**src/design/csi2_rx_cfg.svh**
```systemverilog
`ifndef CSI2_RX_CFG_SVH
`define CSI2_RX_CFG_SVH

// ====================
// datapath widths
// ====================
`define CSI2_BYTE_W 8
`define CSI2_WORD_W 40
`define CSI2_PX_W   10

// ====================
// register port
// ====================
`define CSI2_WB_AW 2
`define CSI2_WB_DW 32

`define CSI2_REG_LINE_PX   2'd0
`define CSI2_REG_LINE_CNT  2'd1
`define CSI2_REG_FRAME_CNT 2'd2
`define CSI2_REG_CTRL      2'd3

`endif

```
**src/design/csi2_rx_pkg.sv**
```systemverilog
`include "csi2_rx_cfg.svh"

package csi2_rx_pkg;

  // ====================
  // stream beats
  // ====================
  typedef struct packed {
    logic [`CSI2_BYTE_W-1:0] data;
    logic                    last;  // last payload byte of the line.
  } byte_beat_t;

  typedef struct packed {
    logic [`CSI2_WORD_W-1:0] data;  // four msb bytes, then the lsb byte.
    logic                    last;
  } word_beat_t;

  typedef struct packed {
    logic [`CSI2_PX_W-1:0] data;
    logic                  last;    // end of line.
    logic                  sof;     // first pixel of a frame.
  } px_beat_t;

  // ====================
  // wishbone
  // ====================
  typedef struct packed {
    logic                   cyc;
    logic                   stb;
    logic                   we;
    logic [`CSI2_WB_AW-1:0] adr;
    logic [`CSI2_WB_DW-1:0] dat;
  } wb_req_t;

  typedef struct packed {
    logic                   ack;
    logic [`CSI2_WB_DW-1:0] dat;
  } wb_rsp_t;

  typedef enum logic [1:0] {
    PX_0_S,
    PX_1_S,
    PX_2_S,
    PX_3_S
  } px_state_e;

  typedef enum logic [`CSI2_WB_AW-1:0] {
    REG_LINE_PX   = `CSI2_REG_LINE_PX,
    REG_LINE_CNT  = `CSI2_REG_LINE_CNT,
    REG_FRAME_CNT = `CSI2_REG_FRAME_CNT,
    REG_CTRL      = `CSI2_REG_CTRL
  } reg_addr_e;

endpackage

```
**src/design/csi2_raw10_packer.sv**
```systemverilog
`timescale 1ns/1ps
`include "csi2_rx_cfg.svh"

module csi2_raw10_packer
(
  input  logic                    clk_i,
  input  logic                    srst_i,
  input  csi2_rx_pkg::byte_beat_t byte_i,
  input  logic                    byte_valid_i,
  output logic                    byte_ready_o,
  output csi2_rx_pkg::word_beat_t word_o,
  output logic                    word_valid_o,
  input  logic                    word_ready_i
);

localparam int LANES = `CSI2_WORD_W / `CSI2_BYTE_W;

logic [2:0]              lane;
logic [`CSI2_WORD_W-1:0] fill_q;
logic                    grp_done;
logic                    grp_last;
logic                    byte_acc;
logic                    fifth_acc;
logic                    word_load;
logic [`CSI2_WORD_W-1:0] word_data_q;
logic                    word_last_q;
logic                    word_valid_q;

assign byte_ready_o = !word_valid_q || word_ready_i;  // word slot empty or leaving now.
assign byte_acc     = byte_valid_i && byte_ready_o;
assign fifth_acc    = byte_acc && ( lane == 3'( LANES - 1 ) );
assign word_load    = grp_done && byte_ready_o;

// ====================
// group fill
// ====================
always_ff @( posedge clk_i )
  if( srst_i )
    lane <= '0;
  else
    if( byte_acc )
      lane <= fifth_acc ? 3'd0 : lane + 3'd1;

always_ff @( posedge clk_i )
  if( byte_acc )
    fill_q[lane * `CSI2_BYTE_W +: `CSI2_BYTE_W] <= byte_i.data;

always_ff @( posedge clk_i )
  if( srst_i )
    begin
      grp_done <= 1'b0;
      grp_last <= 1'b0;
    end
  else
    if( fifth_acc )
      begin
        grp_done <= 1'b1;
        grp_last <= byte_i.last;
      end
    else
      if( word_load )
        grp_done <= 1'b0;

// ====================
// word register
// ====================
always_ff @( posedge clk_i )
  if( word_load )
    word_data_q <= fill_q;  // next group may already be filling lane 0.

always_ff @( posedge clk_i )
  if( srst_i )
    begin
      word_valid_q <= 1'b0;
      word_last_q  <= 1'b0;
    end
  else
    if( word_load )
      begin
        word_valid_q <= 1'b1;
        word_last_q  <= grp_last;
      end
    else
      if( word_ready_i )
        word_valid_q <= 1'b0;

assign word_o       = '{data: word_data_q, last: word_last_q};
assign word_valid_o = word_valid_q;

// a line is a whole number of groups.
last_on_fifth_byte: assert property ( @( posedge clk_i ) disable iff ( srst_i )
  byte_valid_i && byte_ready_o && byte_i.last |-> lane == 3'( LANES - 1 ) );

endmodule

```
**src/design/csi2_px_serializer.sv**
```systemverilog
`timescale 1ns/1ps
`include "csi2_rx_cfg.svh"

module csi2_px_serializer
(
  input  logic                    clk_i,
  input  logic                    srst_i,
  input  logic                    frame_start_i,
  input  csi2_rx_pkg::word_beat_t word_i,
  input  logic                    word_valid_i,
  output logic                    word_ready_o,
  output csi2_rx_pkg::px_beat_t   px_o,
  output logic                    px_valid_o,
  input  logic                    px_ready_i
);

csi2_rx_pkg::px_state_e  state;
csi2_rx_pkg::px_state_e  next_state;
logic [`CSI2_WORD_W-1:0] word_q;
logic [`CSI2_WORD_W-1:0] src_word;
logic                    last_word;
logic                    start_flag;
logic                    out_free;
logic                    word_acc;
logic                    px_load;
logic [`CSI2_PX_W-1:0]   px_data;
logic [`CSI2_PX_W-1:0]   px_data_q;
logic                    px_valid_q;
logic                    px_last_q;
logic                    px_sof_q;

// pixel k is msb byte k with lsb pair k below it.
function automatic logic [`CSI2_PX_W-1:0] raw10_px
(
  input logic [`CSI2_WORD_W-1:0] w,
  input logic [1:0]              k
);
  raw10_px = { w[k * `CSI2_BYTE_W +: `CSI2_BYTE_W], w[32 + k * 2 +: 2] };
endfunction

assign out_free     = !px_valid_q || px_ready_i;
assign word_ready_o = ( state == csi2_rx_pkg::PX_0_S ) && out_free;
assign word_acc     = word_valid_i && word_ready_o;
assign px_load      = ( state == csi2_rx_pkg::PX_0_S ) ? word_acc : px_ready_i;
assign src_word     = ( state == csi2_rx_pkg::PX_0_S ) ? word_i.data : word_q;
assign px_data      = raw10_px( src_word, state );

// ====================
// frame and line flags
// ====================
always_ff @( posedge clk_i )
  if( srst_i )
    start_flag <= 1'b0;
  else
    if( frame_start_i )
      start_flag <= 1'b1;
    else
      if( word_acc )
        start_flag <= 1'b0;  // pixel 0 of this word takes the mark.

always_ff @( posedge clk_i )
  if( srst_i )
    last_word <= 1'b0;
  else
    if( word_acc )
      last_word <= word_i.last;

always_ff @( posedge clk_i )
  if( word_acc )
    word_q <= word_i.data;

// ====================
// pixel phase FSM
// ====================
always_ff @( posedge clk_i )
  if( srst_i )
    state <= csi2_rx_pkg::PX_0_S;
  else
    state <= next_state;

always_comb
  begin
    next_state = state;
    case( state )
      csi2_rx_pkg::PX_0_S:
        begin
          if( word_acc )
            next_state = csi2_rx_pkg::PX_1_S;
        end
      csi2_rx_pkg::PX_1_S:
        begin
          if( px_ready_i )
            next_state = csi2_rx_pkg::PX_2_S;
        end
      csi2_rx_pkg::PX_2_S:
        begin
          if( px_ready_i )
            next_state = csi2_rx_pkg::PX_3_S;
        end
      csi2_rx_pkg::PX_3_S:
        begin
          if( px_ready_i )
            next_state = csi2_rx_pkg::PX_0_S;
        end
      default:
        next_state = csi2_rx_pkg::PX_0_S;
    endcase
  end

// ====================
// output register
// ====================
always_ff @( posedge clk_i )
  if( px_load )
    px_data_q <= px_data;

always_ff @( posedge clk_i )
  if( srst_i )
    begin
      px_valid_q <= 1'b0;
      px_last_q  <= 1'b0;
      px_sof_q   <= 1'b0;
    end
  else
    if( px_load )
      begin
        px_valid_q <= 1'b1;
        px_last_q  <= ( state == csi2_rx_pkg::PX_3_S ) && last_word;
        px_sof_q   <= ( state == csi2_rx_pkg::PX_0_S ) && start_flag;
      end
    else
      if( px_ready_i )
        begin
          px_valid_q <= 1'b0;
          px_last_q  <= 1'b0;
          px_sof_q   <= 1'b0;
        end

assign px_o       = '{data: px_data_q, last: px_last_q, sof: px_sof_q};
assign px_valid_o = px_valid_q;

px_hold_on_stall: assert property ( @( posedge clk_i ) disable iff ( srst_i )
  px_valid_o && !px_ready_i |=> px_valid_o && $stable( px_o ) );

// an offered word stays put until this block takes it.
word_held_on_stall: assert property ( @( posedge clk_i ) disable iff ( srst_i )
  word_valid_i && !word_ready_o |=> word_valid_i && $stable( word_i ) );

endmodule

```
**src/design/csi2_px_stats.sv**
```systemverilog
`timescale 1ns/1ps
`include "csi2_rx_cfg.svh"

module csi2_px_stats
(
  input  logic                   clk_i,
  input  logic                   srst_i,
  input  csi2_rx_pkg::px_beat_t  px_i,
  input  logic                   px_fire_i,
  input  csi2_rx_pkg::wb_req_t   wb_i,
  output csi2_rx_pkg::wb_rsp_t   wb_o
);

csi2_rx_pkg::reg_addr_e reg_sel;
logic [`CSI2_WB_DW-1:0] px_run;
logic [`CSI2_WB_DW-1:0] line_px;
logic [`CSI2_WB_DW-1:0] line_cnt;
logic [`CSI2_WB_DW-1:0] frame_cnt;
logic [`CSI2_WB_DW-1:0] rd_data;
logic [`CSI2_WB_DW-1:0] rd_data_q;
logic                   ack_q;
logic                   wb_req;
logic                   clr;

assign reg_sel = csi2_rx_pkg::reg_addr_e'( wb_i.adr );
assign wb_req  = wb_i.cyc && wb_i.stb;
assign clr     = ack_q && wb_req && wb_i.we &&
                 ( reg_sel == csi2_rx_pkg::REG_CTRL ) && wb_i.dat[0];  // write lands on ack.

// ====================
// counters
// ====================
always_ff @( posedge clk_i )
  if( srst_i || clr )
    begin
      px_run    <= '0;
      line_px   <= '0;
      line_cnt  <= '0;
      frame_cnt <= '0;
    end
  else
    if( px_fire_i )
      begin
        if( px_i.last )
          begin
            line_px <= px_run + 1'b1;  // count includes this pixel.
            px_run  <= '0;
          end
        else
          px_run <= px_run + 1'b1;
        line_cnt  <= ( px_i.sof ? '0 : line_cnt ) + px_i.last;
        frame_cnt <= frame_cnt + px_i.sof;
      end

// ====================
// register port
// ====================
always_comb
  begin
    rd_data = '0;
    case( reg_sel )
      csi2_rx_pkg::REG_LINE_PX:   rd_data = line_px;
      csi2_rx_pkg::REG_LINE_CNT:  rd_data = line_cnt;
      csi2_rx_pkg::REG_FRAME_CNT: rd_data = frame_cnt;
      default:                    rd_data = '0;  // CTRL reads back zero.
    endcase
  end

always_ff @( posedge clk_i )
  if( srst_i )
    ack_q <= 1'b0;
  else
    ack_q <= wb_req && !ack_q;  // one ack per request.

always_ff @( posedge clk_i )
  if( wb_req && !ack_q )
    rd_data_q <= rd_data;

assign wb_o = '{ack: ack_q, dat: rd_data_q};

// the master keeps cyc and stb up until it has seen ack.
req_held_until_ack: assert property ( @( posedge clk_i ) disable iff ( srst_i )
  wb_req && !wb_o.ack |=> wb_req );

endmodule

```
**src/design/csi2_raw10_rx.sv**
```systemverilog
`timescale 1ns/1ps

module csi2_raw10_rx
(
  input  logic                    clk_i,
  input  logic                    srst_i,
  input  logic                    frame_start_i,
  input  csi2_rx_pkg::byte_beat_t in_byte_i,
  input  logic                    in_valid_i,
  output logic                    in_ready_o,
  output csi2_rx_pkg::px_beat_t   px_o,
  output logic                    px_valid_o,
  input  logic                    px_ready_i,
  input  csi2_rx_pkg::wb_req_t    wb_i,
  output csi2_rx_pkg::wb_rsp_t    wb_o
);

csi2_rx_pkg::word_beat_t word;
logic                    word_valid;
logic                    word_ready;
logic                    px_fire;

assign px_fire = px_valid_o && px_ready_i;

csi2_raw10_packer packer
(
  .clk_i        ( clk_i      ),
  .srst_i       ( srst_i     ),
  .byte_i       ( in_byte_i  ),
  .byte_valid_i ( in_valid_i ),
  .byte_ready_o ( in_ready_o ),
  .word_o       ( word       ),
  .word_valid_o ( word_valid ),
  .word_ready_i ( word_ready )
);

csi2_px_serializer serializer
(
  .clk_i         ( clk_i         ),
  .srst_i        ( srst_i        ),
  .frame_start_i ( frame_start_i ),
  .word_i        ( word          ),
  .word_valid_i  ( word_valid    ),
  .word_ready_o  ( word_ready    ),
  .px_o          ( px_o          ),
  .px_valid_o    ( px_valid_o    ),
  .px_ready_i    ( px_ready_i    )
);

csi2_px_stats stats
(
  .clk_i     ( clk_i   ),
  .srst_i    ( srst_i  ),
  .px_i      ( px_o    ),
  .px_fire_i ( px_fire ),
  .wb_i      ( wb_i    ),
  .wb_o      ( wb_o    )
);

endmodule

```
**config.mk**
```make
export PLATFORM = sky130hd
export DESIGN_NAME = csi2_raw10_rx
export DESIGN_NICKNAME = d
export VERILOG_FILES = /design/src/design/csi2_rx_pkg.sv /design/src/design/csi2_raw10_packer.sv /design/src/design/csi2_px_serializer.sv /design/src/design/csi2_px_stats.sv /design/src/design/csi2_raw10_rx.sv
export VERILOG_INCLUDE_DIRS = /design/src /design/src/design
export SDC_FILE = /design/constraint.sdc
export NUM_CORES = 1
export LEC_CHECK = 0
export BUFFER_PORTS_ARGS = -buffer_cell sky130_fd_sc_hd__buf_2
export CAP_MARGIN = 0
export CORE_UTILIZATION = 54
export CTS_CLUSTER_SIZE = 25
export DETAILED_ROUTE_END_ITERATION = 6
export GPL_ROUTABILITY_DRIVEN = 0
export HOLD_SLACK_MARGIN = 0.1
export PLACE_DENSITY = 0.75
export SYNTH_ARGS = -nofsm -noshare
export SYNTH_HDL_FRONTEND = slang
export SYNTH_SLANG_ARGS = --single-unit
export TNS_END_PERCENT = 30
```
**constraint.sdc**
```tcl
create_clock -name clk_i -period 2.8 [get_ports clk_i]
set_input_delay 0 -clock clk_i [delete_from_list [all_inputs] [get_ports clk_i]]
set_output_delay 0 -clock clk_i [all_outputs]
set_load 0.02 [all_outputs]
```
==> out/qor.yml <==
timing:
  setup_violations: 0
  rsz0062_at_grt: "false"
  setup_ws_ns: 0.209
  setup-tns-final_ns: 0
  finalHoldViolations: 0
  finClkSkew_ns: 0.0237
  period_share_pct: 92.5
  worst_pin_slew_ns: 1.01
  relSlewSlack_pct: 33.0
  max_freq_mhz: 386
  slew_viol_final: 0
  period_minus_slack_ns: 2.59
synth:
  netlist_top_cells_count: "170 x nand2_1, 162 x edfxtp_1, 143 x dfxtp_1, 102 x nor2_1, 67 x a21oi_1"
  synth_top_area_share_pct: 35.7
  syn_avg_cell_area_um2: 10.7
  yosys-top-cells-area: "edfxtp_1 36%, dfxtp_1 21%, nand2_1 4.7%, mux2i_1 3.7%, mux4_2 3.3%"
  yosysUniqueCellTypes: 67
  syn_inst: 1276
  synth.most_common_cell: "nand2_1"
  syn_area_mm2: 0.0136
  yosys_warnings: 0
  synthFlopType: "edfxtp_1"
  synth_edf_count: 162
  synth-seq-area-share_pct: 56.6
  synth_fp_nets: 1342
  synth-async-reset-ratio_pct: 0
  synth.largest_area_cell: "edfxtp_1"
  ys_ff_latch: 305
power:
  p_switching_uw: 2330
  p_int_uw: 7640
  power_density_mw_per_mm2: 641
  total_power_uw: 9970
  vdd_drop_max_v: 0.000492
  switching_share_pct: 23.4
  clockPowerShare_pct: 40.8
  p_comb_share_pct: 10.4
  p_leak_uw: 0.00549
  p_seq_share_pct: 48.8
floorplanning:
  coreArea_mm2: 0.0245
  die_w_um: 161
  dieArea_mm2: 0.0259
  io_pins: 98
  die_h_um: 161
  rows: 57
  initial_core_util_pct: 55.6
min_path:
  hold_depth: 4
  hp-class: "in -> reg"
  holdPathEnd: "stats.rd_data_q[9]$_SDFFCE_PN0P_"
  hp-start: "wb_i[36]"
drt:
  ant_nets: 0
  vias: 9661
  wl_per_cell_um: 17.0
  dr.pass1.iters: 7
  drt_iter0_markers: 811
  drt-vias-per-instance: 5.71
  drt_wl_total_um: 28700
  drc: 0
setup_path:
  crit_family: "buffers and inverters"
  end_kind: "register"
  worstPathCellList: "nand2b_1 > a21boi_0 > buf_4 > inv_1 > nand4_1 > dlygate4sd3_1 > a21oi_1 > dlygate4sd3_1"
  start_kind: "register"
  crit_start: "serializer.px_valid_o$_SDFFE_PP0P_"
  r2r_slack_ns: 0.21
  cp_slowest_cell: "dlygate4sd3_1"
  slowest_delay_ns: 0.57
  crit_buf_inv: 4
  path_class: "reg -> reg"
  reg2reg_from: "serializer.px_valid_o$_SDFFE_PP0P_"
  arrival_ns: 3.05
  path_max_fanout: 8
  cp_data_required_time_ns: 3.26
  r2r_end: "packer.grp_last$_SDFFE_PP0P_"
  reg2reg_depth: 8
  critPathMostFrequentCell: "dlygate4sd3_1"
status:
  status: "finished, final reports clean"
placement:
  dp_hpwl_um: 19300
  numPortBuffers: 66
  pre_cts_ws_ns: 0.359
  post_dp_cell_area_mm2: 0.0143
  dp_cells: 1613
grt:
  grt_max_degree: 62
  antenna_found_initial: 0
  gr-total-overflow: 0
  grt_pass1_vias: 9131
  grt_pass1_wl_um: 47600
  grt_usage_pct: 22.6
finish:
  fin_cells: 1692
  area_growth_syn_to_layout_pct: 14.0
  drive_gt1_share_pct: 14.3
  antennaDiodeCount: 0
  nNetsFinal: 1410
  fin_area_mm2: 0.0156
clock_tree:
  cts_tree: "built"
  clk_path_buf_depth: 3
  clkLatencyLatePin_ns: 0.57
  cts_setup_buffers: 0
  htreeDepth: 1
  hold_buffers: 22
  clk_pin_slew_ns: 0.06
  cts_root_buf: "clkbuf_16"
  clock-sinks: 305
  cts_made_buffers: 31
  cts-resized-gates: 0
job:
  maxCapViolCount: 0
-- tightest hold or removal path, cell delays in order --
cell and delay (ns):
buf_2 0.10, nand2_1 0.09, nor2_2 0.04, buf_4 0.25
-- kinds of logic (layout without fill, tap and decap cells) --
kind of cell | Yosys count | in the layout | share of synthesized area, %
DFF | 305 | 305 | 56.6
xor gates and xnor gates | 66 | 66 | 4.24
buffers and inverters | 107 | 199 | 3.20
and+or+nand+nor | 528 | 528 | 19.8
AOI/OAI and AO/OA | 183 | 183 | 7.65
muxes | 72 | 72 | 7.13
adders and majority gates | 15 | 15 | 1.38
-- stage by stage --
stage / hold WS [ns] / util (%)
floorplan: 0.117 / -
finish: 0.123 / 63.4
CTS: 0.105 / 63.4
detailed placement: 0.232 / 58.4
global route: 0.165 / 63.4
global placement: 0.217 / 58.4
-- worst max-delay path by stage --
stage / endpoint / cells after the start
after floorplan: packer.fill_q[32]$_DFFE_PP_ / 9
after global placement: stats.line_cnt[30]$_SDFFE_PP0P_ / 8
after detailed placement: stats.line_cnt[30]$_SDFFE_PP0P_ / 8
after CTS: packer.grp_last$_SDFFE_PP0P_ / 8
after global routing: packer.grp_last$_SDFFE_PP0P_ / 8
final: packer.grp_last$_SDFFE_PP0P_ / 8
-- layout by cell type, fill, tap and decap left out, types with 9 or more instances in the layout --
cell / netlist / layout
nand3_1: 49 / 49
nand4_1: 23 / 23
a21oi_1: 67 / 67
nand2_1: 170 / 169
mux2i_1: 50 / 50
buf_2: 7 / 66
clkinv_1: 0 / 10
nor3_1: 37 / 37
nor2_1: 102 / 101
ha_1: 15 / 15
and3_1: 10 / 9
nor4_1: 19 / 17
mux4_2: 20 / 20
or3_1: 12 / 12
and2_1: 41 / 40
xnor2_1: 38 / 38
dfxtp_1: 143 / 143
xor2_1: 28 / 28
a31oi_1: 15 / 15
dlygate4sd3_1: 0 / 22
edfxtp_1: 162 / 162
and4_1: 11 / 11
inv_1: 23 / 23
o21ai_0: 64 / 64
buf_4: 5 / 28
clkbuf_16: 0 / 31
-- sequential cells by signal, indices dropped and copies added (netlist names), 2 cells and up --
| register | count |
|---|---|
| stats.line_cnt | 32 |
| packer.fill_q | 40 |
| stats.frame_cnt | 32 |
| serializer.word_q | 40 |
| stats.rd_data_q | 32 |
| serializer.px_data_q | 10 |
| serializer.state | 2 |
| packer.lane | 3 |
| stats.line_px | 32 |
| stats.px_run | 32 |
| packer.word_data_q | 40 |
-- routing by layer --
layer | global-route usage, % | vias to the layer above | wire length [µm]
met5 | 0 | - | 0
met4 | 4.63 | 0 | 357
met3 | 2.84 | 34 | 1350
met2 | 38.5 | 235 | 14000
met1 | 31.0 | 4678 | 13000
li1 | - | 4714 | -
-- power groups by stage --
stage | clock network [µW] | logic, µW | registers, µW
6_report | 4070 | 1040 | 4870
5_1_grt | 4320 | 1120 | 4880
4_1_cts | 4140 | 1040 | 4870
3_5_place_dp | 0 | 1010 | 4960
3_3_place_gp | 0 | 981 | 4960
2_1_floorplan | 0 | 704 | 4990
-- area by class of cell --
type / count / area [µm²]
inverters: 23 / 86.3
clock buffers: 38 / 802
repair buffers: 119 / 821
multi-input cells: 864 / 5510
clock inverters: 19 / 201
flip-flops and latches: 305 / 7730
fillers: 1872 / 8980
well taps: 324 / 405
Note: power is estimated with default switching activity, not from simulation.
